$ cat config.mk
export PLATFORM = sky130hd
export DESIGN_NAME = dcache_lru
export DESIGN_NICKNAME = d
export VERILOG_FILES = /design/src/design/dcache_pkg.sv /design/src/design/dcache_lru.sv
export SDC_FILE = /design/constraint.sdc
export NUM_CORES = 1
export LEC_CHECK = 0
export BUFFER_PORTS_ARGS = -buffer_cell sky130_fd_sc_hd__buf_2
export CAP_MARGIN = 30
export CORE_UTILIZATION = 35
export DETAILED_ROUTE_END_ITERATION = 16
export SKIP_CTS_REPAIR_TIMING = 1
export SLEW_MARGIN = 20
export SYNTH_ARGS = -nofsm -noshare
export SYNTH_HDL_FRONTEND = slang
export SYNTH_SLANG_ARGS = --single-unit
export TNS_END_PERCENT = 100
$ cat constraint.sdc
create_clock -name clk -period 1.81 [get_ports clk]
set_input_delay 0.181 -clock clk [delete_from_list [all_inputs] [get_ports clk]]
set_output_delay 0.181 -clock clk [all_outputs]
set_load 0.1 [all_outputs]
$ cat src/design/dcache_pkg.sv
// 32-bit byte addresses, one 64-bit word per line, 2 ways of 64 sets; memory side is word wide
package dcache_pkg;

    parameter int unsigned ADDR_W   = 32;
    parameter int unsigned DATA_W   = 64;
    parameter int unsigned STRB_W   = DATA_W / 8;
    parameter int unsigned OFFSET_W = 3;
    parameter int unsigned INDEX_W  = 6;
    parameter int unsigned SETS     = 1 << INDEX_W;
    parameter int unsigned TAG_W    = ADDR_W - INDEX_W - OFFSET_W;

    typedef logic [DATA_W-1:0]  word_t;
    typedef logic [TAG_W-1:0]   tag_t;
    typedef logic [INDEX_W-1:0] index_t;

    typedef struct packed {
        logic valid;
        logic dirty;
        tag_t tag;
    } tag_entry_t;

    typedef struct packed {
        logic              valid;
        logic              write;
        logic [ADDR_W-1:0] addr;
        word_t             wdata;
        logic [STRB_W-1:0] strb;
    } cpu_req_t;

    typedef struct packed {
        logic  done;
        word_t rdata;
    } cpu_rsp_t;

    typedef enum logic {
        MEM_READ  = 1'b0,
        MEM_WRITE = 1'b1
    } mem_op_e;

    typedef struct packed {
        logic              valid;
        mem_op_e           op;
        logic [ADDR_W-1:0] addr;
        word_t             wdata;
    } mem_req_t;

    typedef struct packed {
        logic  valid;
        word_t rdata;
    } mem_rsp_t;

endpackage

$ cat src/design/dcache_lru.sv
// two ways only, so one bit per set names the victim; a touch shows on the next cycle
module dcache_lru (
    input  logic               clk,
    input  logic               arst_n_i,
    input  dcache_pkg::index_t index_i,
    input  logic               touch_i,
    input  logic               touched_way_i,
    output logic               victim_way_o
);

    import dcache_pkg::*;

    // bit set means way 1 is the older one
    logic [SETS-1:0] lru_q;

    always_ff @(posedge clk or negedge arst_n_i) begin
        if (!arst_n_i) begin
            lru_q <= '0;
        end else if (touch_i) begin
            lru_q[index_i] <= ~touched_way_i;
        end
    end

    assign victim_way_o = lru_q[index_i];

endmodule

==> results of run 1 <==
final timing paths:
path	startpoint	to	slack (ps)	cells past startpoint
worst min-delay path	touched_way_i	lru_q[52]	260	2
worst max register to register	lru_q[47]	lru_q[47]	1000	3
worst max-delay path	lru_q[56]	victim_way_o	-430	6
worst min register to register	lru_q[42]	lru_q[42]	530	2
min in group asynchronous	arst_n_i	lru_q[16]	360	3
max in group asynchronous	arst_n_i	lru_q[5]	1150	3
cell families after synthesis:
kind of cell / count (synthesis) / synth area share (%)
DFF: 64 / 49.6
AOI/OAI and AO/OA: 116 / 20.8
buffers and inverters: 31 / 4.57
muxes: 17 / 9.69
and+or+nand+nor: 108 / 15.3
per-stage QoR:
stage	setup WS, ps	hold WS, ps	area (sq um)
2_1_floorplan	27.4	-115	3240
3_5_place_dp	-375	221	3710
4_1_cts	-585	-156	3930
5_1_grt	-496	268	3970
6_report	-426	262	3970
3_3_place_gp	-373	224	3710
worst max-delay path: cells and delay by family (launching register included):
kind                   cells  cell delay, ps
AO/OA/AOI/OAI              3             550
multiplexers               1             470
flip-flops                 1             400
buffers and inverters      1             170
AND/OR/NAND/NOR            1             110
cell usage after synthesis:
cell type / instances / area share [%]
nor3b_1: 2 / 0.46
and3b_1: 3 / 0.81
o22ai_1: 3 / 0.58
o2bb2ai_1: 1 / 0.27
dfrtp_1: 64 / 50
o211a_1: 1 / 0.31
inv_1: 1 / 0.12
mux2i_1: 5 / 1.6
mux4_2: 6 / 4.2
a211oi_1: 1 / 0.23
a221oi_1: 2 / 0.54
a31oi_1: 34 / 6.6
or3b_2: 1 / 0.27
clkbuf_1: 15 / 1.7
buf_2: 9 / 1.4
nor2b_1: 3 / 0.58
buf_4: 3 / 0.70
buf_6: 1 / 0.35
and3_1: 5 / 0.97
mux4_1: 4 / 3.3
clkbuf_2: 1 / 0.15
nand3b_1: 5 / 1.2
o211ai_1: 1 / 0.23
or3_1: 1 / 0.19
o21ai_0: 2 / 0.31
nand2_1: 9 / 1.0
nand3_1: 4 / 0.62
buf_1: 1 / 0.12
and2b_1: 1 / 0.23
and2_1: 2 / 0.39
a311oi_1: 1 / 0.27
a22oi_2: 1 / 0.39
mux2_2: 2 / 0.70
a22oi_1: 2 / 0.46
nor3_2: 1 / 0.31
nor2_1: 71 / 8.3
a21oi_1: 66 / 10
a211oi_2: 1 / 0.39
cell type report:
class                      count  area share, %
clock inverter                 4           1.29
clock buffer                  12           4.16
tap                          108           3.40
multi-input combinational    241           37.9
timing repair buffer          64           12.9
inverter                       1         0.0945
sequential                    64           40.3
per-layer routing:
metal / global-route usage (%) / up-vias / part of all wire [%]
met3: 3.87 / 10 / 5.7
li1: - / 1318 / -
met2: 28.4 / 81 / 47
met5: 0 / - / 0
met1: 26.3 / 1302 / 46
met4: 6.29 / 0 / 1.7
power by group:
group | switching [mW] | internal [mW]
registers | 0.166 | 1.71
clock network | 0.568 | 0.749
logic | 0.401 | 0.404
total | 1.13 | 2.86
==> impl_metrics.csv, run 1 <==
group,metric,value,unit
run_status,status,"finished with violations",
run_status,violations,"setup timing",
clock_tree,cts_root_buf,"clkbuf_8",
synthesis,ys_types,38,
grt,grt-ovfl-total,0,
floorplanning,die_area,0.00961,sq mm
worst_setup_path,crit_slowest_cell,"mux4_2",
detailed_routing,wire_per_inst,16.8,um
placement,hpwl,5820,um
final_layout,largest_reg_flops,64,
synthesis,syn_nets,346,
sta,post-route-period-util,124,%
final_layout,fin_util,45.1,%
worst_setup_path,critPathMaxFanout,2,
detailed_routing,final_antenna_net_count,0,
detailed_routing,dr_total_vias,2711,
worst_setup_path,cp.required,1630,ps
detailed_routing,drt_iter0_markers,129,
run,drv_cap,0,
worst_setup_path,cp_slowest_stage_delay,470,ps
floorplanning,start_util,36.7,%
sta,min_period,2240,ps
floorplanning,fp.dieW,98.0,um
synthesis,synth_area,0.00323,sq mm
grt,first_global_vias,2602,
synthesis,ys_seq_elements,64,
final_layout,ff_latch_area,0.00160,sq mm
final_layout,top_register,"lru_q",
grt,grt_usage,18.6,%
final_layout,fillers,831,
synthesis,yosysSeqAreaShare,49.6,%
placement,dp_cells,477,
floorplanning,io_pins,11,
final_layout,nNetsFinal,391,
sta,fmaxAchievable,447,MHz
sta,worst_pin_slew,370,ps
sta,fin_tns_setup,-426,ps
detailed_routing,vias_per_cell,5.49,
min_path,worstHoldPathType,"input port to flip-flop",
final_layout,multi_input_area,0.00150,sq mm
worst_setup_path,cp-end-kind,"output pin",
final_layout,mostFrequentLayoutCells,"nor2_1 (71), a21oi_1 (65), dfrtp_1 (64)",
synthesis,avgSynthCellArea,9.61,sq um
worst_setup_path,crit_type,"flip-flop to output pin",
floorplanning,design.core.area,0.00881,sq mm
worst_setup_path,crit_path_start_kind,"flip-flop",
clock_tree,clk_path_buf_depth,2,
clock_tree,ctsHtreeMaxLevel,3,
final_layout,drive_gt1_share,24.9,%
detailed_routing,dr.pass1.iters,4,
power,power.density,1010,mW/mm^2
clock_tree,clock-sinks,64,
grt,grt_max_degree,65,
worst_setup_path,crit_chain,"mux4_2 -> a22oi_2 -> o22ai_2 -> a211oi_2 -> nand3_4 -> buf_12",
sta,setup_ws,-426,ps
final_layout,final_cells,494,
synthesis,synth_cells,336,
power,p_leak,1.75,nW
sta,rsz0062_at_grt,"true",
clock_tree,cts_made_buffers,9,
sta,maxSlewViolCount,0,
sta,skew,0,ps
floorplanning,die-height,98.0,um
synthesis,ys_warn_count,0,
sta,hold_violations,0,
sta,slew_headroom,75.3,%
grt,grt_pass1_wl,13700,um
grt,antenna_found_initial,0,
final_layout,final_common_cell,"nor2_1",
detailed_routing,drt_wl_total,8290,um
final_layout,syn2layout_area_growth,23.0,%
power,ir_drop,425,uV
detailed_routing,drc_errors,0,
floorplanning,std_cell_rows,34,
clock_tree,path_clk_slew,70,ps
final_layout,diodes,0,
placement,io_buffer_count,10,
sta,setup_viol,1,
final_layout,top_regs,"lru_q x64",
power,p_total,4.00,mW
placement,gp_congestion,0.829,
clock_tree,cts_tree,"yes",
clock_tree,clk-insertion-delay-late,340,ps
worst_setup_path,cp.arrival,2060,ps
(Power assumes the default switching activity.)
==> run 2, diff against run 1 <==
Clock period 1.81 ns to 1.9 ns, I/O delays scaled along.
==> impl_metrics.csv, run 2 (same netlist as run 1, synthesis figures left out) <==
group,metric,value,unit
worst_setup_path,cp.arrival,2080,ps
detailed_routing,vias_per_cell,5.61,
placement,io_buffer_count,10,
final_layout,drive_gt1_share,22.1,%
sta,skew,0,ps
worst_setup_path,critPathMaxFanout,2,
floorplanning,fp.dieW,98.0,um
worst_setup_path,r2r-end,"lru_q[61]",
placement,dp_cells,467,
sta,setup_ws,-366,ps
final_layout,final_common_cell,"nor2_1",
sta,worst_pin_slew,751,ps
final_layout,syn2layout_area_growth,19.3,%
detailed_routing,drt_wl_total,8470,um
power,p_total,3.69,mW
clock_tree,cts_tree,"yes",
final_layout,diodes,0,
grt,grt_max_degree,35,
clock_tree,cts_made_buffers,9,
run_status,violations,"setup timing",
worst_setup_path,crit_path_start_kind,"flip-flop",
grt,grt_pass1_wl,14300,um
clock_tree,path_clk_slew,60,ps
power,p_leak,1.69,nW
clock_tree,clock-sinks,64,
clock_tree,ctsHtreeMaxLevel,3,
worst_setup_path,cp.required,1710,ps
clock_tree,clk-insertion-delay-late,340,ps
floorplanning,std_cell_rows,34,
grt,grt-ovfl-total,0,
sta,hold_violations,0,
sta,rsz0062_at_grt,"true",
worst_setup_path,cp-end-kind,"output pin",
detailed_routing,drt_iter0_markers,179,
placement,hpwl,5780,um
detailed_routing,wire_per_inst,17.5,um
placement,place_ws,-346,ps
floorplanning,io_pins,11,
worst_setup_path,crit_type,"flip-flop to output pin",
placement,gp_congestion,0.810,
final_layout,mostFrequentLayoutCells,"nor2_1 (71), a21oi_1 (66), dfrtp_1 (64)",
worst_setup_path,r2r_slack,1080,ps
sta,maxSlewViolCount,0,
min_path,worstHoldPathType,"input port to asynchronous set/reset pin",
floorplanning,design.core.area,0.00881,sq mm
run,drv_cap,0,
sta,setup_viol,1,
power,ir_drop,328,uV
detailed_routing,drc_errors,0,
clock_tree,clk_path_buf_depth,2,
sta,holdWs,320,ps
power,power.density,959,mW/mm^2
grt,grt_usage,19.3,%
final_layout,nNetsFinal,382,
floorplanning,start_util,36.7,%
worst_setup_path,rr_startpoint,"lru_q[61]",
detailed_routing,dr_total_vias,2716,
final_layout,top_register,"lru_q",
worst_setup_path,rr_worst_depth,3,
floorplanning,die_area,0.00961,sq mm
clock_tree,cts_root_buf,"clkbuf_8",
sta,min_period,2270,ps
sta,slew_headroom,49.9,%
final_layout,fillers,844,
floorplanning,die-height,98.0,um
sta,fmaxAchievable,441,MHz
detailed_routing,dr.pass1.iters,5,
final_layout,largest_reg_flops,64,
grt,antenna_found_initial,0,
final_layout,top_regs,"lru_q x64",
final_layout,final_cells,484,
run_status,status,"finished with violations",
grt,first_global_vias,2682,
detailed_routing,final_antenna_net_count,0,
sta,post-route-period-util,119,%
==> run 2: critical path: stages (launching register included) <==
cell      delay (ps)
dfrtp_1          390
mux4_2           480
a22oi_2          220
o22ai_2          110
a211oi_2         230
nand3_4          120
buf_12           180
==> run 2: layer usage <==
| metal | up-vias | global-route usage (%) | routed length, um |
|---|---|---|---|
| met3 | 5 | 5.65 | 452 |
| met1 | 1328 | 27.4 | 4040 |
| li1 | 1293 | - | - |
| met4 | 0 | 5.01 | 51 |
| met5 | - | 0 | 0 |
| met2 | 90 | 28.9 | 3930 |
==> run 2: worst max path at each step <==
stage                    start      endpoint  slack (ps)  cells after the start
CTS                  lru_q[56]  victim_way_o        -530                      6
detailed placement  index_i[0]  victim_way_o        -350                      8
global route         lru_q[61]  victim_way_o        -460                      6
floorplan            lru_q[57]  victim_way_o          30                      5
finish               lru_q[61]  victim_way_o        -370                      6
global placement    index_i[0]  victim_way_o        -300                      8
==> run 2: where the power goes <==
group | total, mW | switching [mW] | internal, mW
clock | 1.14 | 0.516 | 0.628
sequential | 1.78 | 0.152 | 1.63
combinational | 0.764 | 0.391 | 0.373
total | 3.69 | 1.06 | 2.63
==> run 2: final cells by class <==
| class | instances | area, sq um | area share (%) |
|---|---|---|---|
| well taps | 108 | 135 | 3.51 |
| inverters | 1 | 3.75 | 0.0975 |
| clock inverters | 4 | 45.0 | 1.17 |
| flip-flops and latches | 64 | 1600 | 41.6 |
| repair buffers | 55 | 430 | 11.2 |
| clock buffers | 11 | 141 | 3.67 |
| multi-input cells | 241 | 1490 | 38.8 |
==> run 2: stage by stage <==
step	setup TNS (ps)	cell area, sq um	utilization (%)
after floorplan	0	3240	-
after global placement	-300	3630	41.2
after detailed placement	-574	3630	41.2
after CTS	-530	3820	43.3
after global routing	-461	3850	43.7
final	-366	3850	43.7
==> run 3, diff against run 2 <==
Settings changed: SETUP_SLACK_MARGIN from default to 0.5.
==> impl_metrics.csv, run 3 (same netlist as run 1, synthesis figures left out) <==
group,metric,value,unit
worst_setup_path,crit_type,"flip-flop to output pin",
run_status,violations,"setup timing",
detailed_routing,drt_iter0_markers,204,
final_layout,top_regs,"lru_q x64",
floorplanning,die_area,0.00961,sq mm
grt,grt_max_degree,27,
sta,hold_violations,0,
worst_setup_path,crit_path_start_kind,"flip-flop",
detailed_routing,dr.pass1.iters,4,
final_layout,final_cells,474,
sta,fmaxAchievable,444,MHz
placement,io_buffer_count,10,
grt,grt-ovfl-total,0,
run_status,status,"finished with violations",
power,p_leak,1.64,nW
placement,hpwl,5710,um
final_layout,diodes,0,
final_layout,drive_gt1_share,22.1,%
worst_setup_path,critPathMaxFanout,2,
detailed_routing,drc_errors,0,
final_layout,largest_reg_flops,64,
worst_setup_path,cp-end-kind,"output pin",
placement,gp_congestion,0.790,
clock_tree,ctsHtreeMaxLevel,3,
floorplanning,std_cell_rows,34,
sta,slew_headroom,64.2,%
clock_tree,cts_tree,"yes",
floorplanning,fp.dieW,98.0,um
sta,rsz0062_at_grt,"true",
final_layout,syn2layout_area_growth,18.1,%
sta,setup_ws,-351,ps
placement,dp_cells,458,
floorplanning,die-height,98.0,um
clock_tree,cts_root_buf,"clkbuf_8",
detailed_routing,dr_total_vias,2594,
detailed_routing,wire_per_inst,17.3,um
sta,min_period,2250,ps
final_layout,nNetsFinal,372,
worst_setup_path,cp.required,1710,ps
placement,place_ws,-286,ps
clock_tree,path_clk_slew,70,ps
final_layout,final_common_cell,"nor2_1",
clock_tree,cts_made_buffers,9,
final_layout,fin_util,43.3,%
clock_tree,clk_path_buf_depth,2,
floorplanning,start_util,36.7,%
grt,antenna_found_initial,0,
sta,worst_pin_slew,537,ps
sta,setup_viol,1,
final_layout,top_register,"lru_q",
clock_tree,clock-sinks,64,
detailed_routing,vias_per_cell,5.47,
sta,maxSlewViolCount,0,
power,ir_drop,410,uV
sta,fin_tns_setup,-351,ps
grt,grt_usage,18.6,%
grt,grt_pass1_wl,13600,um
detailed_routing,drt_wl_total,8200,um
run,drv_cap,0,
worst_setup_path,cp.arrival,2060,ps
clock_tree,clk-insertion-delay-late,350,ps
detailed_routing,final_antenna_net_count,0,
final_layout,fin_area,0.00381,sq mm
sta,skew,0,ps
placement,place_area,0.00358,sq mm
power,power.density,962,mW/mm^2
floorplanning,design.core.area,0.00881,sq mm
min_path,worstHoldPathType,"input port to asynchronous set/reset pin",
sta,post-route-period-util,118,%
grt,first_global_vias,2553,
final_layout,mostFrequentLayoutCells,"nor2_1 (71), a21oi_1 (65), dfrtp_1 (64)",
floorplanning,io_pins,11,
==> run 3: cell types whose count changed in the layout (fill, tap and decap cells not counted), moves of 2 or more <==
cell / before / now
buf_4: 42 / 31
nand2_1: 9 / 6
nand2_2: 0 / 3
buf_12: 3 / 5
mux4_1: 3 / 1
mux4_2: 7 / 9
==> run 3: final timing paths <==
| check | startpoint | to | slack [ps] | cells after the start |
|---|---|---|---|---|
| hold / removal | arst_n_i | lru_q[55] | 350 | 2 |
| setup / recovery | lru_q[61] | victim_way_o | -350 | 6 |
| max in group asynchronous | arst_n_i | lru_q[22] | 980 | 3 |
| setup reg to reg | lru_q[23] | lru_q[23] | 1190 | 2 |
| min in group clk | touched_way_i | lru_q[58] | 360 | 2 |
| hold reg to reg | lru_q[58] | lru_q[58] | 520 | 2 |
==> run 3: layout make-up <==
class                           instances  area [sq um]
Fill cell                             829          4990
Tap cell                              108           135
Multi-Input combinational cell        241          1500
Sequential cell                        64          1600
Inverter                                1          3.75
Clock buffer                           11           141
Clock inverter                          4          45.0
Timing Repair Buffer                   45           383
==> run 3: per-layer routing <==
layer	wire, um	part of all wire [%]	vias to the layer above	track usage (%)
li1	-	-	1276	-
met1	3830	47	1234	26.1
met2	3700	45	72	27.3
met3	539	6.6	12	4.58
met4	129	1.6	0	7.81
met5	0	0	-	0
==> run 3: critical path: stages, from the launching register on <==
cell and delay [ps]:
dfrtp_1 390, mux4_2 480, a22oi_2 190, o22ai_2 100
a211oi_2 250, nand3_4 120, buf_12 180
==> run 3: where the power goes <==
part           leakage [nW]  internal [mW]  switching (mW)
logic                 0.735          0.360           0.378
clock network        0.0989          0.627           0.507
registers             0.811           1.63           0.164
total                  1.64           2.62            1.05
==> run 3: metrics by stage <==
stage,hold slack (ps),power [mW]
after floorplan,-106,2.29
after global placement,193,2.51
after detailed placement,196,2.54
after CTS,-183,3.67
after global routing,373,3.87
final,348,3.67
