===== config.mk =====
export PLATFORM = sky130hd
export DESIGN_NAME = dcache_mem_port
export DESIGN_NICKNAME = d
export VERILOG_FILES = /design/src/design/dcache_pkg.sv /design/src/design/dcache_mem_port.sv
export SDC_FILE = /design/constraint.sdc
export NUM_CORES = 1
export LEC_CHECK = 0
export BUFFER_PORTS_ARGS = -buffer_cell sky130_fd_sc_hd__buf_2
export CAP_MARGIN = 30
export CORE_ASPECT_RATIO = 0.75
export CORE_UTILIZATION = 41
export DETAILED_ROUTE_END_ITERATION = 10
export GPL_TIMING_DRIVEN = 0
export MAX_ROUTING_LAYER = met4
export PLACE_DENSITY = 0.77
export SYNTH_ARGS = -nofsm -noshare
export SYNTH_HDL_FRONTEND = slang
export SYNTH_SLANG_ARGS = --single-unit

===== constraint.sdc =====
create_clock -name clk -period 1.4 [get_ports clk]
set_clock_uncertainty 0.2 [all_clocks]
set_input_delay 0.21 -clock clk [delete_from_list [all_inputs] [get_ports clk]]
set_output_delay 0.21 -clock clk [all_outputs]
set_load 0.01 [all_outputs]

===== src/design/dcache_pkg.sv =====
// 32-bit byte addresses, one 64-bit word per line, 2 ways of 64 sets; memory side is word wide
package dcache_pkg;

    parameter int unsigned ADDR_W   = 32;
    parameter int unsigned DATA_W   = 64;
    parameter int unsigned STRB_W   = DATA_W / 8;
    parameter int unsigned OFFSET_W = 3;
    parameter int unsigned INDEX_W  = 6;
    parameter int unsigned SETS     = 1 << INDEX_W;
    parameter int unsigned TAG_W    = ADDR_W - INDEX_W - OFFSET_W;

    typedef logic [DATA_W-1:0]  word_t;
    typedef logic [TAG_W-1:0]   tag_t;
    typedef logic [INDEX_W-1:0] index_t;

    typedef struct packed {
        logic valid;
        logic dirty;
        tag_t tag;
    } tag_entry_t;

    typedef struct packed {
        logic              valid;
        logic              write;
        logic [ADDR_W-1:0] addr;
        word_t             wdata;
        logic [STRB_W-1:0] strb;
    } cpu_req_t;

    typedef struct packed {
        logic  done;
        word_t rdata;
    } cpu_rsp_t;

    typedef enum logic {
        MEM_READ  = 1'b0,
        MEM_WRITE = 1'b1
    } mem_op_e;

    typedef struct packed {
        logic              valid;
        mem_op_e           op;
        logic [ADDR_W-1:0] addr;
        word_t             wdata;
    } mem_req_t;

    typedef struct packed {
        logic  valid;
        word_t rdata;
    } mem_rsp_t;

endpackage


===== src/design/dcache_mem_port.sv =====
// memory must accept every request it gets; one credit pulse frees one slot, at most CREDITS held
module dcache_mem_port #(
    parameter int unsigned CREDITS = 2
) (
    input  logic                          clk,
    input  logic                          arst_n_i,
    input  logic                          send_i,
    input  dcache_pkg::mem_op_e           op_i,
    input  logic [dcache_pkg::ADDR_W-1:0] addr_i,
    input  dcache_pkg::word_t             wdata_i,
    output logic                          can_send_o,
    input  logic                          mem_credit_i,
    output dcache_pkg::mem_req_t          mem_req_o
);

    import dcache_pkg::*;

    localparam int unsigned CNT_W = $clog2(CREDITS + 1);

    logic [CNT_W-1:0]  credit_q;
    logic              req_valid_q;
    mem_op_e           req_op_q;
    logic [ADDR_W-1:0] req_addr_q;
    word_t             req_wdata_q;

    always_ff @(posedge clk or negedge arst_n_i) begin
        if (!arst_n_i) begin
            credit_q    <= CNT_W'(CREDITS);
            req_valid_q <= 1'b0;
        end else begin
            credit_q    <= credit_q + CNT_W'(mem_credit_i) - CNT_W'(send_i);
            req_valid_q <= send_i;
        end
    end

    always_ff @(posedge clk) begin
        if (send_i) begin
            req_op_q    <= op_i;
            req_addr_q  <= {addr_i[ADDR_W-1:OFFSET_W], OFFSET_W'(0)};
            req_wdata_q <= wdata_i;
        end
    end

    assign can_send_o = (credit_q != '0);
    assign mem_req_o  = '{valid: req_valid_q, op: req_op_q, addr: req_addr_q, wdata: req_wdata_q};

    // memory returned more credits than it was given
    a_credit_bound: assert property (
        @(posedge clk) disable iff (!arst_n_i)
        credit_q <= CNT_W'(CREDITS)
    );

    a_send_needs_credit: assert property (
        @(posedge clk) disable iff (!arst_n_i)
        send_i |-> can_send_o
    );

endmodule


==> flow_summary.json, run 1 <==
{
  "drv_cap": 0,
  "hold_viol": 0,
  "met2_usage_pct": 41.37,
  "violations": "setup timing",
  "fillCellCount": 442,
  "drc": 0,
  "ctsRootBufferMaster": "clkbuf_8",
  "syn_area_um2": 3003,
  "die_w_um": 100.8,
  "end_kind": "primary output",
  "rsz0062_at_grt": "yes",
  "synth_cell_types": 9,
  "nets": 515,
  "dieHeight_um": 76.12,
  "track_usage_pct": 23.09,
  "vias_per_cell": 4.320,
  "num_antenna_cells": 0,
  "ys_seq_area_share_pct": 96.54,
  "gr-total-overflow": 0,
  "start_util_pct": 43.13,
  "fin_util_pct": 76.08,
  "period_needed_ns": 1.510,
  "cts_tree": "yes",
  "firstDrtPassIters": 4,
  "grt_pass1_vias": 2402,
  "cts_sinks": 97,
  "core_area_um2": 6962,
  "start_kind": "flop",
  "yosys_warnings": 0,
  "clkTransAtPathRegs_ns": 0.09,
  "antenna_left": 0,
  "vias": 2225,
  "htreeDepth": 3,
  "peakVddDrop_mv": 0.9908,
  "use_met3_pct": 7.982,
  "post-place-ws_ns": -0.6350,
  "rows": 26,
  "area_delta_synth_final_pct": 76.38,
  "clock_latency_ns": 0.36,
  "setup_viol": 2,
  "gp_congestion": 0.6957,
  "drive_above_1_share_pct": 51.08,
  "synth_cells": 109,
  "design.die.area_um2": 7674,
  "min_path_type": "in2reg",
  "p_per_area_nw_per_um2": 1158,
  "ios": 200,
  "antenna_found_initial": 0,
  "ys_ff_latch": 97,
  "final_common_cell": "buf_2",
  "required_ns": 0.99,
  "cp_max_fo": 2,
  "timing.hold.ws_ns": 0.01494,
  "critical_path_arrival_ns": 1.10,
  "fin_crit_sh_pct": 107.9,
  "totalWireLength_um": 8348,
  "grt_use_met1_pct": 23.22,
  "critical_path_class": "reg2out",
  "outcome": "finished, violations left",
  "power_mw": 6.134,
  "clock_path_buffers": 2,
  "grt_pass1_wl_um": 12270,
  "layout_common_cells": "buf_2, dlygate4sd3_1, edfxtp_1, clkbuf_8, buf_4",
  "clock.fmax_ghz": 0.6621,
  "syn_area_per_cell_um2": 27.55,
  "portBuffers": 193,
  "cts_buffers": 9,
  "drtIter0Drc": 112,
  "leakage_nw": 2.305,
  "drv_slew": 0,
  "setup_ws_ns": -0.1103,
  "busiest_layer": "met2",
  "grt_start_max_net_pins": 52,
  "wire_per_inst_um": 16.21
}
[metrics by stage]
stage	instances	setup TNS [ns]	area, um^2
5_1_grt	515	-0.2730	5296
6_report	515	-0.1298	5296
3_3_place_gp	402	-87.59	4099
2_1_floorplan	111	0	3010
4_1_cts	516	-0.1223	5304
3_5_place_dp	403	-10.22	4129
[critical path, cell delays in order, from the launching register on]
cell,delay (ns)
dfrtp_1,0.39
or2_4,0.23
buf_6,0.12
[Yosys cell counts]
cell / count / area share, %
dfstp_2: 1 / 0.88
conb_1: 1 / 0.12
xor3_1: 1 / 0.79
or2_2: 1 / 0.21
inv_1: 2 / 0.25
edfxtp_1: 94 / 94
ha_1: 2 / 0.83
buf_4: 5 / 1.3
dfrtp_1: 2 / 1.7
[sequential cells by signal, indices dropped and copies added (netlist names)]
register,cells
credit_q,2
req_valid_q,1
req_addr_q,29
req_wdata_q,64
req_op_q,1
[metal layers]
metal	share of wire, %	up-vias
li1	-	1026
met1	35	1057
met2	54	127
met3	8.8	15
met4	1.7	0
met5	0	-
[logic make-up (layout without fill, tap and decap cells)]
group	count (synthesis)	in the layout	synth area share (%)
xor+xnor	1	1	0.7916
simple gates	1	1	0.2085
buf+inv	7	313	1.500
other cells	1	3	0.1249
flops	97	97	96.54
fa+ha+maj	2	2	0.8332
[path summary, 6_finish.rpt]
| check | startpoint | end | slack, ns | depth (start not counted) |
|---|---|---|---|---|
| hold reg to reg | credit_q[1] | credit_q[1] | 0.63 | 2 |
| hold / removal | send_i | req_wdata_q[36] | 0.01 | 1 |
| max in group asynchronous | arst_n_i | credit_q[0] | 0.33 | 3 |
| min in group asynchronous | arst_n_i | credit_q[1] | 0.13 | 2 |
| setup reg to reg | credit_q[0] | credit_q[1] | -0.02 | 5 |
| setup / recovery | credit_q[0] | can_send_o | -0.11 | 2 |
[power breakdown]
part	total (mW)	switching [mW]	leakage, nW	internal [mW]
Combinational	0.993	0.425	1.26	0.567
Clock	1.59	0.936	0.0863	0.654
Sequential	3.55	0.0800	0.954	3.47
[layout make-up]
cell class	count	area (um^2)	area share, %
inverter	2	7.507	0.1417
timing repair buffer	292	2006	37.87
buffer	3	22.52	0.4252
tap	98	122.6	2.315
clock inverter	6	42.54	0.8032
multi-input combinational	7	68.82	1.299
clock buffer	10	127.6	2.410
sequential	97	2899	54.74
[timing repair]
action / 4_1_cts / 5_1_grt
gates resized for setup: 7 / 0
hold buffers: 97 / 0
hold endpoints to repair: 98 / 0
pin swaps: 1 / 0
setup endpoints to repair: 5 / 3
buffers inserted: 1 / 0
Power figures use the tool's default switching activity.
==> run 2: changes to the inputs <==
Settings changed: SETUP_SLACK_MARGIN from default to 0.3.
==> run 2 against run 1 <==
Effect of this change: the flow finishes with violations (hold timing, setup timing); power increased by 4.7%; critical path type unchanged; via count rose by 3.2%; fmax decreased by 0.22%; critical endpoint unchanged; largest power group unchanged; non-clock buffer count rose by 2; sequential share of layout area is 2.4 points lower; sequential cell count unchanged; core utilization rose by 3.4 points.
==> flow_summary.json, run 2 (synthesis results as in run 1) <==
{
  "antenna_found_initial": 0,
  "dieHeight_um": 76.12,
  "drv_slew": 0,
  "drc": 0,
  "timing.hold.ws_ns": -0.07433,
  "p_per_area_nw_per_um2": 1161,
  "post-dp-hpwl_um": 4627,
  "worstPathCellList": "or2_4, buf_6",
  "min_path_type": "in2reg",
  "post-place-ws_ns": -0.6214,
  "critical_path_class": "reg2out",
  "ios": 200,
  "drv_cap": 0,
  "slowest_delay_ns": 0.39,
  "required_ns": 0.99,
  "drtIter0Drc": 124,
  "p_comb_share_pct": 18.2,
  "portBuffers": 193,
  "postCtsHoldBufs": 96,
  "cts_tree": "yes",
  "largest_reg_flops": 64,
  "rsz0062_at_grt": "yes",
  "clkTransAtPathRegs_ns": 0.09,
  "outcome": "finished, violations left",
  "cp_max_fo": 2,
  "leakage_nw": 2.379,
  "start_util_pct": 43.13,
  "firstDrtPassIters": 4,
  "fin_util_pct": 79.49,
  "track_usage_pct": 23.56,
  "swShare_pct": 24.44,
  "gp_congestion": 0.7038,
  "clock_latency_ns": 0.35,
  "final_common_cell": "buf_2",
  "peakVddDrop_mv": 0.8616,
  "period_needed_ns": 1.514,
  "cts_buffers": 9,
  "seq_power_share_pct": 55.6,
  "clock.fmax_ghz": 0.6606,
  "htreeDepth": 3,
  "vias": 2297,
  "vias_per_cell": 4.443,
  "postPlaceCellArea_um2": 4129,
  "antenna_left": 0,
  "area_delta_synth_final_pct": 84.29,
  "critical_path_arrival_ns": 1.10,
  "wire_per_inst_um": 17.17,
  "setup_viol": 2,
  "num_antenna_cells": 0,
  "regMostFlops": "req_wdata_q",
  "fin_tns_setup_ns": -0.1341,
  "die_w_um": 100.8,
  "power_mw": 6.424,
  "gr-total-overflow": 0,
  "violations": "hold timing, setup timing",
  "ctsRootBufferMaster": "clkbuf_8",
  "cts_sinks": 97,
  "clock_path_buffers": 2,
  "grt_pass1_vias": 2446,
  "end_kind": "primary output",
  "postLayoutCellArea_um2": 5534,
  "design.die.area_um2": 7674,
  "setup_ws_ns": -0.1137,
  "rows": 26,
  "grt_pass1_wl_um": 12550,
  "worstPathBufferInverterCount": 1,
  "nets": 517,
  "layout_common_cells": "buf_2, dlygate4sd3_1, edfxtp_1, buf_6, clkbuf_8",
  "core_area_um2": 6962,
  "start_kind": "flop",
  "p_clk_share_pct": 26.3,
  "cp_top_family": "flip-flops",
  "power.internal_mw": 4.854,
  "hold_viol": 1,
  "totalWireLength_um": 8877,
  "drive_above_1_share_pct": 52.98,
  "grt_start_max_net_pins": 52,
  "netSwitchingPower_mw": 1.570,
  "cp_slowest_cell": "dfrtp_1",
  "fin_crit_sh_pct": 108.1,
  "reg_top3": "req_wdata_q (64), req_addr_q (29), credit_q (2)"
}
-- run 2: path summary, 6_finish.rpt --
kind | start | end | slack, ns | cells past startpoint
worst min register to register | credit_q[1] | credit_q[1] | 0.60 | 2
worst max register to register | credit_q[0] | credit_q[1] | -0.02 | 6
max in group asynchronous | arst_n_i | req_valid_q | 0.33 | 3
worst min-delay path | mem_credit_i | credit_q[0] | -0.07 | 2
min in group asynchronous | arst_n_i | credit_q[1] | 0.13 | 2
worst max-delay path | credit_q[0] | can_send_o | -0.11 | 2
-- run 2: cell type report --
type / instances / area (um^2)
clock buffers: 9 / 123.9
multi-input cells: 7 / 93.84
well taps: 98 / 122.6
repair buffers: 292 / 2172
fillers: 396 / 1428
plain buffers: 5 / 45.04
inverters: 2 / 12.51
clock inverters: 7 / 65.06
flip-flops and latches: 97 / 2899
-- run 2: per-layer routing --
layer,share of wire [%],global-route usage [%]
met5,0,-
met4,1.2,5.507
met1,36,23.52
met2,54,43.97
met3,8.9,7.706
-- run 2: worst register-to-register path, stage by stage (launching register included) --
cell and delay [ns]:
dfrtp_1 0.39, buf_4 0.15, inv_4 0.05, ha_4 0.20, inv_4 0.05, ha_4 0.11
xor3_1 0.20
-- run 2: power groups by stage --
stage	registers [mW]	logic, mW	clock network, mW
after CTS	3.54	0.975	1.72
after global placement	3.60	0.654	0
after global routing	3.59	1.24	1.85
after detailed placement	3.61	0.686	0
after floorplan	3.73	0.127	0
final	3.57	1.17	1.69
-- run 2: timing repair --
action | in CTS | in global routing
resized for setup | 13 | 30
pin swaps | 1 | 1
buffers inserted | 1 | 1
endpoints found under the setup margin | 147 | 98
endpoints found under the hold margin | 98 | 1
-- run 2: stage by stage --
stage,hold WS (ns),instances
3_3_place_gp,-0.1897,402
5_1_grt,-0.09204,517
6_report,-0.07433,517
2_1_floorplan,-0.2856,111
3_5_place_dp,-0.1910,403
4_1_cts,-0.1315,516
==> run 3: changes to the inputs <==
Clock period 1.4 ns to 1.47 ns, I/O delays scaled along.
==> run 3 against run 2 <==
Effect of this change: the flow finishes with violations (setup timing); die area stayed put; count of clock-buffer cells in the layout stayed put; routed wire length about the same; non-clock buffer count grew 1; first-iteration DRC count up 15%; core utilization hardly changed; worst hold slack improved by 0.10 ns; global-route usage fell by 0.057 points; register-to-register slack better by 0.02 ns; clock power decreased by 7%; largest power group unchanged.
==> flow_summary.json, run 3 (synthesis results as in run 1) <==
{
  "clock.fmax_ghz": 0.6652,
  "fillCellCount": 400,
  "clkTransAtPathRegs_ns": 0.09,
  "drv_slew": 0,
  "grt_start_max_net_pins": 52,
  "min_path_type": "in2reg",
  "swShare_pct": 23.96,
  "vias": 2276,
  "cp_top_family": "flip-flops",
  "hold_start": "send_i",
  "final_common_cell": "buf_2",
  "fin_util_pct": 79.51,
  "core_area_um2": 6962,
  "drv_cap": 0,
  "cp_max_fo": 2,
  "p_per_area_nw_per_um2": 1093,
  "grt_pass1_vias": 2445,
  "ff_latch_area_um2": 2899,
  "p_comb_share_pct": 17.6,
  "cts_sinks": 97,
  "slowest_delay_ns": 0.39,
  "regMostFlops": "req_wdata_q",
  "dieHeight_um": 76.12,
  "ios": 200,
  "required_ns": 1.05,
  "placed_cells": 403,
  "clock_path_buffers": 2,
  "grt_pass1_wl_um": 12530,
  "period_needed_ns": 1.503,
  "gr-total-overflow": 0,
  "start_kind": "flop",
  "critPathLaunch": "credit_q[0]",
  "power.internal_mw": 4.599,
  "design.die.area_um2": 7674,
  "fin_tns_setup_ns": -0.03333,
  "area_delta_synth_final_pct": 84.33,
  "clock_latency_ns": 0.35,
  "worstPathCellList": "or2_4, buf_6",
  "timing.hold.ws_ns": 0.02961,
  "drtIter0Drc": 143,
  "hold_viol": 0,
  "drive_above_1_share_pct": 52.38,
  "r2r_start": "credit_q[0]",
  "firstDrtPassIters": 4,
  "gp_congestion": 0.7038,
  "antenna_left": 0,
  "wire_per_inst_um": 17.10,
  "nets": 518,
  "cts_buffers": 9,
  "cp_slowest_cell": "dfrtp_1",
  "htreeDepth": 3,
  "multi_input_area_um2": 81.33,
  "seq_power_share_pct": 56.3,
  "rows": 26,
  "largest_reg_flops": 64,
  "violations": "setup timing",
  "setup_viol": 1,
  "cts_tree": "yes",
  "critical_path_class": "reg2out",
  "antenna_found_initial": 1,
  "leakage_nw": 2.386,
  "fin_crit_sh_pct": 102.3,
  "worstPathBufferInverterCount": 1,
  "post-dp-hpwl_um": 4627,
  "post-place-ws_ns": -0.5619,
  "layout_common_cells": "buf_2, dlygate4sd3_1, edfxtp_1, buf_6, clkbuf_8",
  "ctsRootBufferMaster": "clkbuf_8",
  "netSwitchingPower_mw": 1.449,
  "p_clk_share_pct": 26.1,
  "die_w_um": 100.8,
  "drc": 0,
  "reg_top3": "req_wdata_q (64), req_addr_q (29), credit_q (2)",
  "vias_per_cell": 4.385,
  "setup_ws_ns": -0.03333,
  "outcome": "finished, violations left",
  "peakVddDrop_mv": 0.8501,
  "start_util_pct": 43.13,
  "rsz0062_at_grt": "yes",
  "portBuffers": 193,
  "stdcell_count": 519,
  "end_kind": "primary output",
  "totalWireLength_um": 8873,
  "critical_path_arrival_ns": 1.08,
  "track_usage_pct": 23.50
}
run 3: timing repair:
item                       in CTS  in global routing
resized for setup              14                 26
pin swaps                       1                  0
setup endpoints to repair     147                 98
setup buffers                   1                  1
hold buffers                   97                  0
gates cloned                    0                  0
hold endpoints to repair       98                  0
run 3: cell type report:
class	instances	share of cell area, %
tap	98	2.215
buffer	5	0.8137
antenna	1	0.04521
clock inverter	7	1.175
multi-input combinational	7	1.469
clock buffer	9	2.238
inverter	2	0.1356
timing repair buffer	293	39.53
sequential	97	52.37
run 3: power by group through the flow:
stage / clock [mW] / combinational [mW] / sequential (mW)
after floorplan: 0 / 0.121 / 3.55
after global placement: 0 / 0.623 / 3.43
after detailed placement: 0 / 0.653 / 3.43
after CTS: 1.64 / 0.931 / 3.37
after global routing: 1.74 / 1.13 / 3.43
final: 1.58 / 1.06 / 3.40
run 3: worst paths after layout:
path | to | slack (ns) | cells past startpoint
max reg2reg | credit_q[1] | 0 | 6
min in group asynchronous | credit_q[1] | 0.13 | 2
min reg2reg | credit_q[1] | 0.60 | 2
max in group asynchronous | credit_q[0] | 0.41 | 3
max | can_send_o | -0.03 | 2
min | req_wdata_q[24] | 0.03 | 1
run 3: per-stage QoR:
stage                     area (um^2)  power, mW
after floorplan                  3010      3.675
after global placement           4099      4.054
after detailed placement         4129      4.087
after CTS                        5369      5.945
after global routing             5535      6.293
final                            5535      6.048
run 3: metal layers:
layer	track usage [%]	up-vias	routed length, um
li1	-	1036	-
met1	23.47	1090	3160
met2	43.42	140	4850
met3	7.798	10	762
met4	6.232	0	99
met5	-	-	0
