[config.mk]
export PLATFORM = sky130hd
export DESIGN_NAME = dcache_ctrl
export DESIGN_NICKNAME = d
export VERILOG_FILES = /design/src/design/dcache_pkg.sv /design/src/design/dcache_ctrl.sv
export SDC_FILE = /design/constraint.sdc
export NUM_CORES = 1
export LEC_CHECK = 0
export ABC_AREA = 1
export BUFFER_PORTS_ARGS = -buffer_cell sky130_fd_sc_hd__buf_2
export CELL_PAD_IN_SITES_DETAIL_PLACEMENT = 1
export CELL_PAD_IN_SITES_GLOBAL_PLACEMENT = 1
export CORE_AREA = 8 8 237 239
export DETAILED_ROUTE_END_ITERATION = 8
export DIE_AREA = 0 0 245 247
export PLACE_DENSITY_LB_ADDON = 0.1
export SLEW_MARGIN = 20
export SYNTH_ARGS = -nofsm -noshare
export SYNTH_HDL_FRONTEND = slang
export SYNTH_SLANG_ARGS = --single-unit
[constraint.sdc]
create_clock -name clk -period 2.6 [get_ports clk]
set_input_delay 0.52 -clock clk [delete_from_list [all_inputs] [get_ports clk]]
set_output_delay 0.52 -clock clk [all_outputs]
set_load 0.005 [all_outputs]
[src/design/dcache_pkg.sv]
// 32-bit byte addresses, one 64-bit word per line, 2 ways of 64 sets; memory side is word wide
package dcache_pkg;

    parameter int unsigned ADDR_W   = 32;
    parameter int unsigned DATA_W   = 64;
    parameter int unsigned STRB_W   = DATA_W / 8;
    parameter int unsigned OFFSET_W = 3;
    parameter int unsigned INDEX_W  = 6;
    parameter int unsigned SETS     = 1 << INDEX_W;
    parameter int unsigned TAG_W    = ADDR_W - INDEX_W - OFFSET_W;

    typedef logic [DATA_W-1:0]  word_t;
    typedef logic [TAG_W-1:0]   tag_t;
    typedef logic [INDEX_W-1:0] index_t;

    typedef struct packed {
        logic valid;
        logic dirty;
        tag_t tag;
    } tag_entry_t;

    typedef struct packed {
        logic              valid;
        logic              write;
        logic [ADDR_W-1:0] addr;
        word_t             wdata;
        logic [STRB_W-1:0] strb;
    } cpu_req_t;

    typedef struct packed {
        logic  done;
        word_t rdata;
    } cpu_rsp_t;

    typedef enum logic {
        MEM_READ  = 1'b0,
        MEM_WRITE = 1'b1
    } mem_op_e;

    typedef struct packed {
        logic              valid;
        mem_op_e           op;
        logic [ADDR_W-1:0] addr;
        word_t             wdata;
    } mem_req_t;

    typedef struct packed {
        logic  valid;
        word_t rdata;
    } mem_rsp_t;

endpackage

[src/design/dcache_ctrl.sv]
// CPU must hold its request until done; a miss refills into the LRU way, then repeats the lookup
module dcache_ctrl (
    input  logic                            clk,
    input  logic                            arst_n_i,
    input  dcache_pkg::cpu_req_t            cpu_req_i,
    output dcache_pkg::cpu_rsp_t            cpu_rsp_o,
    input  dcache_pkg::tag_entry_t [1:0]    tag_rd_i,
    input  dcache_pkg::word_t [1:0]         data_rd_i,
    output logic [1:0]                      tag_we_o,
    output logic [1:0]                      data_we_o,
    output dcache_pkg::tag_entry_t          tag_wr_o,
    output dcache_pkg::word_t               data_wr_o,
    output dcache_pkg::index_t              index_o,
    output logic                            lru_touch_o,
    output logic                            lru_way_o,
    input  logic                            victim_way_i,
    input  logic                            can_send_i,
    output logic                            send_o,
    output dcache_pkg::mem_op_e             op_o,
    output logic [dcache_pkg::ADDR_W-1:0]   addr_o,
    output dcache_pkg::word_t               wdata_o,
    input  dcache_pkg::mem_rsp_t            mem_rsp_i
);

    import dcache_pkg::*;

    typedef enum logic [2:0] {
        ST_IDLE,
        ST_LOOKUP,
        ST_WB_ISSUE,
        ST_RF_ISSUE,
        ST_RF_WAIT
    } state_e;

    state_e     state_q;
    state_e     state_d;
    tag_t       req_tag;
    index_t     req_index;
    logic [1:0] hit;
    logic       hit_way;
    logic       lookup_hit;
    tag_entry_t victim;
    word_t      merged;

    assign req_tag    = cpu_req_i.addr[ADDR_W-1 -: TAG_W];
    assign req_index  = cpu_req_i.addr[OFFSET_W +: INDEX_W];
    assign hit[0]     = tag_rd_i[0].valid && (tag_rd_i[0].tag == req_tag);
    assign hit[1]     = tag_rd_i[1].valid && (tag_rd_i[1].tag == req_tag);
    assign hit_way    = hit[1];
    assign lookup_hit = (state_q == ST_LOOKUP) && (|hit);
    assign victim     = tag_rd_i[victim_way_i];

    // byte merge of the store into the hit word
    always_comb begin
        merged = data_rd_i[hit_way];
        for (int b = 0; b < STRB_W; b++) begin
            if (cpu_req_i.strb[b]) begin
                merged[8*b +: 8] = cpu_req_i.wdata[8*b +: 8];
            end
        end
    end

    always_comb begin
        state_d = state_q;
        case (state_q)
            ST_IDLE: begin
                if (cpu_req_i.valid) begin
                    state_d = ST_LOOKUP;
                end
            end
            ST_LOOKUP: begin
                if (|hit) begin
                    state_d = ST_IDLE;
                end else if (victim.valid && victim.dirty) begin
                    state_d = ST_WB_ISSUE;
                end else begin
                    state_d = ST_RF_ISSUE;
                end
            end
            ST_WB_ISSUE: begin
                if (can_send_i) begin
                    state_d = ST_RF_ISSUE;
                end
            end
            ST_RF_ISSUE: begin
                if (can_send_i) begin
                    state_d = ST_RF_WAIT;
                end
            end
            ST_RF_WAIT: begin
                if (mem_rsp_i.valid) begin
                    state_d = ST_LOOKUP;
                end
            end
            default: state_d = ST_IDLE;
        endcase
    end

    always_ff @(posedge clk or negedge arst_n_i) begin
        if (!arst_n_i) begin
            state_q <= ST_IDLE;
        end else begin
            state_q <= state_d;
        end
    end

    // refill writes a clean line; a store hit rewrites the same tag as dirty
    always_comb begin
        tag_we_o  = '0;
        data_we_o = '0;
        tag_wr_o  = '{valid: 1'b1, dirty: 1'b0, tag: req_tag};
        data_wr_o = mem_rsp_i.rdata;
        if (lookup_hit && cpu_req_i.write) begin
            tag_we_o[hit_way]  = 1'b1;
            data_we_o[hit_way] = 1'b1;
            tag_wr_o.dirty     = 1'b1;
            data_wr_o          = merged;
        end else if ((state_q == ST_RF_WAIT) && mem_rsp_i.valid) begin
            tag_we_o[victim_way_i]  = 1'b1;
            data_we_o[victim_way_i] = 1'b1;
        end
    end

    assign index_o     = req_index;
    assign lru_touch_o = lookup_hit;
    assign lru_way_o   = hit_way;
    assign cpu_rsp_o   = '{done: lookup_hit, rdata: data_rd_i[hit_way]};

    assign send_o  = ((state_q == ST_WB_ISSUE) || (state_q == ST_RF_ISSUE)) && can_send_i;
    assign op_o    = (state_q == ST_WB_ISSUE) ? MEM_WRITE : MEM_READ;
    // victim address comes back from its stored tag
    assign addr_o  = (state_q == ST_WB_ISSUE) ? {victim.tag, req_index, OFFSET_W'(0)}
                                              : cpu_req_i.addr;
    assign wdata_o = data_rd_i[victim_way_i];

    // a line never sits in both ways of its set
    a_done_single_way: assert property (
        @(posedge clk) disable iff (!arst_n_i)
        cpu_rsp_o.done |-> $onehot(hit)
    );

endmodule

==> results of run 1 <==
==> worst max-delay path: stages <==
cell     delay [ns]
buf_8          0.10
buf_6          0.11
nand2_2        0.06
nand2_2        0.08
nor2_2         0.14
nand2_2        0.08
nor2_4         0.11
buf_12         0.12
nand3_4        0.11
buf_12         0.18
buf_16         0.16
buf_6          0.12
nand2_4        0.06
nand3_2        0.07
nand3_2        0.07
nand2_1        0.05
buf_2          0.12
==> worst min path at each step <==
stage,startpoint,to,depth (start not counted)
after floorplan,arst_n_i,state_q[0],0
after global placement,arst_n_i,state_q[2],1
after detailed placement,arst_n_i,state_q[2],1
after CTS,arst_n_i,state_q[2],1
after global routing,arst_n_i,state_q[2],1
final,arst_n_i,state_q[2],1
==> synthesized netlist by cell type (3+ instances only) <==
| library cell | instances | area share, % |
|---|---|---|
| o211ai_1 | 22 | 2.9 |
| nor3_1 | 3 | 0.26 |
| nand4_1 | 76 | 8.3 |
| buf_2 | 26 | 2.3 |
| clkbuf_1 | 31 | 2.0 |
| or2_2 | 64 | 7.0 |
| nand3_1 | 135 | 12 |
| buf_4 | 41 | 5.4 |
| inv_2 | 13 | 0.85 |
| nand2_1 | 664 | 44 |
| o21ai_0 | 28 | 2.5 |
| dfrtp_1 | 3 | 1.3 |
| nor2_1 | 59 | 3.9 |
| buf_6 | 8 | 1.6 |
| buf_1 | 5 | 0.33 |
| inv_1 | 76 | 5.0 |
==> routing by layer <==
layer	up-vias	share of wire, %	routed length (um)
met2	361	51	29600
met4	12	2.0	1180
met5	-	0.13	74
met1	5225	40	23200
met3	54	6.4	3670
li1	5490	-	-
==> cell families (layout without fill, tap and decap cells) <==
| family | Yosys count | after routing | share of synthesized area, % |
|---|---|---|---|
| simple gates | 1004 | 1004 | 75.5 |
| buf+inv | 200 | 947 | 17.5 |
| compound gates | 52 | 52 | 5.63 |
| flops | 3 | 3 | 1.31 |
| other cells | 1 | 8 | 0.0656 |
==> final cells by class <==
class | count | area [um2] | share of cell area (%)
timing repair buffer | 854 | 6330 | 45.4
multi-input combinational | 1057 | 6230 | 44.7
tap | 688 | 861 | 6.17
inverter | 89 | 349 | 2.50
clock buffer | 4 | 78.8 | 0.565
sequential | 3 | 75.1 | 0.538
antenna | 7 | 17.5 | 0.126
==> timing repair <==
| item | 4_1_cts | 5_1_grt |
|---|---|---|
| pin swaps | 78 | 121 |
| resized for setup | 286 | 330 |
| endpoints found under the setup margin | 135 | 135 |
| setup buffers | 21 | 23 |
| cloned | 6 | 15 |
| hold buffers | 0 | 0 |
==> power by group <==
group	internal (W)	switching, W
clock	0.000202	0.0000394
combinational	0.00107	0.00127
sequential	0.0000685	0.0000308
==> through the flow <==
step	hold slack (ns)	cell area [um2]	util, %
floorplan	0.224	5710	-
global route	0.0879	13900	26.7
CTS	0.0852	12200	23.3
finish	0.0887	13900	26.7
global placement	0.320	10700	20.5
detailed placement	0.321	10700	20.5
==> impl_metrics.py, run 1 <==
metrics = {
    "floorplan": {
        "die_height_um": 247,
        "start_util_pct": 10.9,
        "ios": 617,
        "die-area_mm2": 0.0605,
        "rows": 84,
        "core_area_mm2": 0.0522,
        "fp.dieW_um": 245,
    },
    "drt": {
        "via_per_inst": 4.12,
        "drc_errors": 0,
        "first_pass_iters": 6,
        "drtAntennaViolNets": 0,
        "finalWirelength_um": 57700,
        "drtIter0Drc": 343,
        "vias": 11100,
        "wl_per_cell_um": 21.3,
    },
    "synth": {
        "synth_nets": 1613,
        "avgSynthCellArea_um2": 4.54,
        "synth-edff-count": 0,
        "synth_area_mm2": 0.00571,
        "synth_ff_type": "dfrtp_1",
        "synthCells": 1260,
        "ys_warn_count": 0,
        "synth.distinct_cells": 22,
        "ys_ff_latch": 3,
        "ys_seq_area_share_pct": 1.31,
        "synth_async_sr_flop_share_pct": 100,
    },
    "cells_and_area": {
        "drive_gt1_share_pct": 63.3,
        "largest_register_ffs": 3,
        "areaGrowthSynthToFinish_pct": 144,
        "layout_commonest_cell": "buf_2",
        "layout_common_cells": "525 x buf_2, 473 x nand2_1, 159 x buf_4",
        "fill_cells": 6690,
        "layout.nets": 2361,
        "top_regs": "state_q: 3 flops",
        "largest_register": "state_q",
        "final_cells": 2702,
    },
    "timing": {
        "rsz0062_at_grt": "yes",
        "maxSlewViolCount": 0,
        "period_share_pct": 108,
        "period_needed_ns": 2.81,
        "setup_ws_ns": -0.214,
        "final.setup_skew_ns": 0.00408,
        "fin_tns_setup_ns": -10.25,
        "max_freq_ghz": 0.355,
        "slew_headroom_pct": 50.9,
        "worstMarginPinSlew_ns": 0.736,
        "setup_violations": 111,
        "hold_violations": 0,
    },
    "clock_tree": {
        "clockRootBuffer": "clkbuf_16",
        "path_clk_slew_ns": 0.03,
        "numCtsBuffers": 3,
        "cts_max_path_buffers": 2,
        "clkSinkCount": 3,
        "cts_tree": "done",
        "cts_max_level": 1,
        "clock_latency_ns": 0.22,
    },
    "placed_design": {
        "dp.cells": 2630,
        "post-place-ws_ns": -0.481,
        "finalWeightedCongestion": 0.818,
        "hpwl_um": 46400,
        "numPortBuffers": 597,
    },
    "grt": {
        "grt_pass1_vias": 11700,
        "grt_use_total_pct": 16.7,
        "met2_usage_pct": 30.8,
        "grt_max_degree": 61,
        "grt_pass1_wl_um": 77500,
        "gr-usage-met3_pct": 3.63,
        "antenna_found_initial": 13,
        "grt-busiest-layer": "met2",
        "use_met1_pct": 19.9,
        "overflow": 0,
    },
    "status": {
        "violations": "negative setup slack",
        "outcome": "finished with violations",
    },
    "worst_setup_path": {
        "worstSetupStartpointType": "primary input",
        "path_class": "primary input to output pin",
        "worstPathArrival_ns": 2.29,
        "end_kind": "output pin",
        "r2r-end": "state_q[1]",
        "rrSetupSlack_ns": 1.11,
        "critPathCapture": "data_wr_o[39]",
        "required_ns": 2.08,
        "crit_start": "cpu_req_i[83]",
        "r2r_start": "state_q[2]",
        "reg2reg_depth": 8,
        "crit_fanout": 6,
    },
    "pwr": {
        "total_leakage_power_nw": 7.56,
        "finalPower_w": 0.00268,
        "vdd_drop_max_mv": 0.189,
        "power.density_mw_per_mm2": 192,
    },
    "flow_run": {
        "max-cap-violations": 0,
    },
    "min_path": {
        "min_path_type": "primary input to async pin",
    },
}
No activity file was read; power rests on OpenSTA's default activity.
==> inputs of run 2 (changes only) <==
Settings changed: BUFFER_PORTS_ARGS -buffer_cell sky130_fd_sc_hd__buf_2 to unset, CORE_AREA 8 8 237 239 to 8 8 234 236, DIE_AREA 0 0 245 247 to 0 0 242 244, DONT_BUFFER_PORTS set to 1.
==> run 2 against run 1 <==
  * The run still ends with negative setup slack left
  * Register-to-register slack improved by 0.02 ns
  * Design area down 36%
  * Via count shrank 23%
  * Critical endpoint is now data_wr_o[23]
  * Highest routed layer is now met4
==> impl_metrics.py, run 2 (synthesized netlist as in run 1, its figures left out) <==
metrics = {
    "floorplan": {
        "start_util_pct": 11.2,
        "rows": 83,
        "ios": 617,
        "fp.dieW_um": 242,
        "die_height_um": 244,
        "core_area_mm2": 0.0509,
        "die-area_mm2": 0.0590,
    },
    "grt": {
        "overflow": 0,
        "grt_pass1_wl_um": 67800,
        "grt_pass1_vias": 9013,
        "antenna_found_initial": 3,
        "grt_max_degree": 113,
        "grt_use_total_pct": 15.0,
    },
    "pwr": {
        "vdd_drop_max_mv": 0.191,
        "total_leakage_power_nw": 4.46,
        "power.density_mw_per_mm2": 196,
    },
    "timing": {
        "maxSlewViolCount": 0,
        "setup_violations": 38,
        "period_needed_ns": 2.67,
        "hold_violations": 0,
        "slew_headroom_pct": 61.5,
        "final.setup_skew_ns": 0.00247,
        "rsz0062_at_grt": "yes",
        "fin_tns_setup_ns": -0.892,
        "setup_ws_ns": -0.0665,
        "max_freq_ghz": 0.375,
        "period_share_pct": 103,
        "worstMarginPinSlew_ns": 0.577,
    },
    "drt": {
        "first_pass_iters": 4,
        "wl_per_cell_um": 24.4,
        "drtAntennaViolNets": 0,
        "finalWirelength_um": 49500,
        "drtIter0Drc": 343,
        "vias": 8582,
        "via_per_inst": 4.24,
        "drc_errors": 0,
    },
    "clock_tree": {
        "clock_latency_ns": 0.22,
        "clockRootBuffer": "clkbuf_16",
        "clkSinkCount": 3,
        "cts_max_level": 1,
        "cts_tree": "done",
        "numCtsBuffers": 3,
        "path_clk_slew_ns": 0.03,
        "cts_max_path_buffers": 2,
    },
    "placed_design": {
        "dpl_cell_area_mm2": 0.00730,
        "post-place-ws_ns": -0.212,
        "hpwl_um": 39600,
        "numPortBuffers": 0,
        "finalWeightedCongestion": 0.803,
    },
    "worst_setup_path": {
        "worstPathArrival_ns": 2.15,
        "cp_cell_sequence": "inv_1, nand2_1, nand2_2, nor2_4, nand2_1, nor2_2, nand3_4, nand2_2, nand2_4, nor2_8, buf_12, buf_12, buf_16, nand3_4, nand2_4",
        "slowest_delay_ns": 0.16,
        "cp_top_family": "simple AND/OR/NAND/NOR gates",
        "worstSetupStartpointType": "primary input",
        "required_ns": 2.08,
        "crit_fanout": 6,
        "slowest_stage": "nor2_4",
        "end_kind": "output pin",
        "path_class": "primary input to output pin",
        "path_buf_inv": 4,
    },
    "cells_and_area": {
        "layout.nets": 1696,
        "top_regs": "state_q: 3 flops",
        "largest_register": "state_q",
        "fill_cells": 6431,
        "final_area_mm2": 0.00886,
        "utilization_pct": 17.4,
        "register_area_um2": 75.1,
        "layout_commonest_cell": "nand2_1",
        "largest_register_ffs": 3,
        "areaGrowthSynthToFinish_pct": 55.0,
        "drive_gt1_share_pct": 34.9,
        "multi_input_area_mm2": 0.00544,
        "layout_common_cells": "546 x nand2_1, 132 x buf_4, 101 x nand2_2",
    },
    "flow_run": {
        "max-cap-violations": 0,
    },
    "min_path": {
        "min_path_type": "primary input to flop",
    },
    "status": {
        "violations": "negative setup slack",
        "outcome": "finished with violations",
    },
}
run 2: changes by cell type in the layout (fill, tap and decap cells not counted), moves of 11 or more:
| cell | before | now |
|---|---|---|
| nand3_1 | 48 | 87 |
| buf_4 | 159 | 132 |
| buf_6 | 108 | 14 |
| nand2_1 | 473 | 546 |
| nor2_1 | 28 | 40 |
| buf_2 | 525 | 0 |
| nand3_4 | 21 | 10 |
| inv_1 | 53 | 65 |
| nand2_2 | 128 | 101 |
| nand3_2 | 67 | 39 |
| nand2_4 | 60 | 18 |
run 2: repair_timing:
item                                    4_1_cts  5_1_grt
pin swaps                                    15       71
gates resized for setup                      86      175
hold buffers                                  1        0
endpoints found under the setup margin       96      109
gates cloned                                  5       10
hold endpoints to repair                      3        0
buffers inserted                             15       10
run 2: cell type report:
type | count | share of cell area (%)
Clock buffer | 4 | 0.890
Sequential cell | 3 | 0.848
Timing Repair Buffer | 189 | 23.3
Inverter | 89 | 3.83
Antenna cell | 4 | 0.113
Tap cell | 680 | 9.61
Multi-Input combinational cell | 1057 | 61.4
run 2: worst reg2reg max path, cell delays in order (launching register included):
cell     delay, ns
dfrtp_1       0.41
inv_1         0.19
nand2_1       0.14
nor2_4        0.28
inv_1         0.18
nand2_1       0.11
nand2_1       0.05
nand2_1       0.05
run 2: layer usage:
metal  routed length (um)  vias to the layer above  GRT usage, %
met3                 3450                       25          4.34
met5                    0                        -             0
met2                25500                      342          27.3
met4                  772                        0          2.80
met1                19800                     4073          17.5
li1                     -                     4142             -
run 2: power by group:
| group | switching [W] | internal (W) | leakage, nW |
|---|---|---|---|
| clock network | 0.0000405 | 0.000202 | 0.0382 |
| registers | 0.0000347 | 0.0000684 | 0.0377 |
| logic | 0.000895 | 0.000494 | 4.39 |
| total | 0.000970 | 0.000764 | 4.46 |
run 2: per-stage QoR:
stage	cells	total power, W	hold slack, ns
detailed placement	1979	0.00143	0.225
global placement	1979	0.00143	0.225
floorplan	1260	0.000952	0.224
global route	2023	0.00193	0.550
CTS	2004	0.00172	0.536
finish	2026	0.00173	0.531
run 2: final timing paths:
path / slack, ns / depth (start not counted) / to / start
worst max-delay path: -0.07 / 15 / data_wr_o[23] / tag_rd_i[16]
worst min-delay path: 0.53 / 3 / state_q[0] / can_send_i
worst max register to register: 1.13 / 7 / state_q[1] / state_q[2]
worst min register to register: 0.63 / 2 / state_q[0] / state_q[1]
max in group asynchronous: 1.86 / 1 / state_q[0] / arst_n_i
min in group asynchronous: 0.57 / 1 / state_q[1] / arst_n_i
==> inputs of run 3 (changes only) <==
Settings changed: REMOVE_ABC_BUFFERS set to 1.
==> run 3 against run 2 <==
  * Hold slack gained 0.012 ns
  * First-iteration DRC count shrank 8.2%
  * Final cell count grew 2.7%
  * Non-clock buffer count grew 58
  * Wire length grew 11%
  * Sequential share of layout area shrank 0.10 points
  * The flow still finishes with violations (negative setup slack)
  * Highest routed layer unchanged
  * Critical path depth is the same
  * Largest cell class unchanged
  * Total power grew 8.8%
  * Worst setup slack gained 0.037 ns
  * Maximum frequency grew 1.4%
  * Design area grew 14%
==> impl_metrics.py, run 3 (synthesized netlist as in run 1, its figures left out) <==
metrics = {
    "cells_and_area": {
        "utilization_pct": 19.8,
        "layout_common_cells": "476 x nand2_1, 177 x buf_4, 154 x nand2_2",
        "final_cells": 2080,
        "layout_commonest_cell": "nand2_1",
        "largest_register_ffs": 3,
        "largest_register": "state_q",
        "layout.nets": 1754,
        "diodes": 0,
        "drive_gt1_share_pct": 47.3,
        "top_regs": "state_q: 3 flops",
        "areaGrowthSynthToFinish_pct": 76.6,
    },
    "timing": {
        "worstMarginPinSlew_ns": 0.745,
        "max_freq_ghz": 0.380,
        "maxSlewViolCount": 0,
        "slew_headroom_pct": 50.3,
        "setup_ws_ns": -0.0297,
        "rsz0062_at_grt": "yes",
        "period_share_pct": 101,
        "period_needed_ns": 2.63,
        "hold_violations": 0,
        "final.setup_skew_ns": 0.000589,
        "setup_violations": 37,
    },
    "placed_design": {
        "hpwl_um": 42500,
        "dp.cells": 2030,
        "finalWeightedCongestion": 0.842,
        "numPortBuffers": 0,
    },
    "pwr": {
        "finalPower_w": 0.00189,
        "total_leakage_power_nw": 4.90,
        "vdd_drop_max_mv": 0.196,
        "power.density_mw_per_mm2": 187,
    },
    "floorplan": {
        "fp.dieW_um": 242,
        "ios": 617,
        "die_height_um": 244,
        "core_area_mm2": 0.0509,
        "start_util_pct": 11.2,
        "die-area_mm2": 0.0590,
        "rows": 83,
    },
    "worst_setup_path": {
        "slowest_stage": "buf_12",
        "crit_start": "cpu_req_i[98]",
        "path_buf_inv": 5,
        "crit_top_cell": "nand2_4",
        "r2r_start": "state_q[2]",
        "required_ns": 2.08,
        "slowest_delay_ns": 0.18,
        "cp_top_family": "simple AND/OR/NAND/NOR gates",
        "worstPathArrival_ns": 2.11,
        "crit_fanout": 7,
        "path_class": "primary input to output pin",
        "cp_cell_sequence": "inv_8, buf_6, nand2_4, nand2_4, nor2_4, nand2_2, nor2_4, buf_12, nand3_4, buf_12, buf_16, nand2_2, nand3_2, nand3_4, nand2_4",
        "worstSetupStartpointType": "primary input",
        "end_kind": "output pin",
    },
    "drt": {
        "wl_met1_um": 20900,
        "via_per_inst": 4.32,
        "finalWirelength_um": 55100,
        "wl_met2_um": 28500,
        "drtAntennaViolNets": 0,
        "first_pass_iters": 5,
        "dr_wl_met3_um": 4420,
        "wl_per_cell_um": 26.5,
        "drtIter0Drc": 315,
        "routed.top_layer": "met4",
        "drc_errors": 0,
        "vias": 8992,
    },
    "grt": {
        "grt_max_degree": 113,
        "grt_pass1_wl_um": 75700,
        "grt_use_total_pct": 17.4,
        "overflow": 0,
        "antenna_found_initial": 3,
        "grt_pass1_vias": 9626,
    },
    "clock_tree": {
        "cts_max_level": 1,
        "path_clk_slew_ns": 0.03,
        "cts_tree": "done",
        "numCtsBuffers": 3,
        "cts_max_path_buffers": 2,
        "clockRootBuffer": "clkbuf_16",
        "clkSinkCount": 3,
        "clock_latency_ns": 0.22,
    },
    "status": {
        "outcome": "finished with violations",
        "violations": "negative setup slack",
    },
    "min_path": {
        "min_path_type": "primary input to flop",
        "min-delay-start": "cpu_req_i[105]",
    },
    "flow_run": {
        "max-cap-violations": 0,
    },
}
run 3: cell count changes in the layout (fill, tap and decap cells not counted), moves of 16 or more:
cell,previous run,this run
nand2_2,101,154
nand3_2,39,87
nand2_1,546,476
buf_4,132,177
nand3_1,87,30
nand2_4,18,34
run 3: path summary, 6_finish.rpt:
check | end | slack, ns | cells after the start
setup / recovery | data_wr_o[29] | -0.03 | 15
hold / removal | state_q[2] | 0.54 | 3
setup reg to reg | state_q[0] | 1.16 | 8
hold reg to reg | state_q[0] | 0.64 | 2
max in group asynchronous | state_q[1] | 1.86 | 1
min in group asynchronous | state_q[2] | 0.57 | 1
run 3: per-stage QoR:
| stage | worst slack [ns] | setup TNS, ns | instance area (um2) | hold WS (ns) |
|---|---|---|---|---|
| 2_1_floorplan | -3.22 | -422.60 | 5050 | 0.224 |
| 3_3_place_gp | -0.443 | -30.71 | 7660 | 0.225 |
| 3_5_place_dp | -0.430 | -30.53 | 7660 | 0.225 |
| 4_1_cts | -0.0945 | -3.48 | 9690 | 0.539 |
| 5_1_grt | -0.139 | -7.54 | 10100 | 0.577 |
| 6_report | -0.0297 | -0.460 | 10100 | 0.543 |
run 3: area by class of cell:
class | count | area (um2)
sequential | 3 | 75.1
multi-input combinational | 1057 | 6090
tap | 680 | 851
timing repair buffer | 247 | 2640
fill | 6347 | 40800
inverter | 89 | 357
clock buffer | 4 | 78.8
run 3: worst reg2reg max path, stage by stage, from the launching register on:
cell and delay, ns:
dfrtp_1 0.40, inv_1 0.18, nand2_1 0.08, nor2_1 0.24
buf_4 0.20, nand4_1 0.09, nand2_1 0.08, nand2_1 0.05
nand2_1 0.05
run 3: metal layers:
metal / global-route usage (%) / vias up
met5: 0 / -
met4: 3.53 / 0
met3: 5.50 / 50
met2: 32.3 / 391
met1: 19.3 / 4291
li1: - / 4260
run 3: power breakdown:
group | switching [W] | internal, W | total, W
Combinational | 0.000977 | 0.000564 | 0.00154
Sequential | 0.0000364 | 0.0000684 | 0.000105
Clock | 0.0000389 | 0.000202 | 0.000241
Total | 0.00105 | 0.000834 | 0.00189
run 3: what timing repair did:
action | CTS | global route
setup endpoints to repair | 132 | 122
resized for setup | 344 | 108
endpoints found under the hold margin | 3 | 0
gates cloned | 19 | 2
pin swaps | 133 | 66
hold buffers | 1 | 0
buffers inserted | 31 | 8
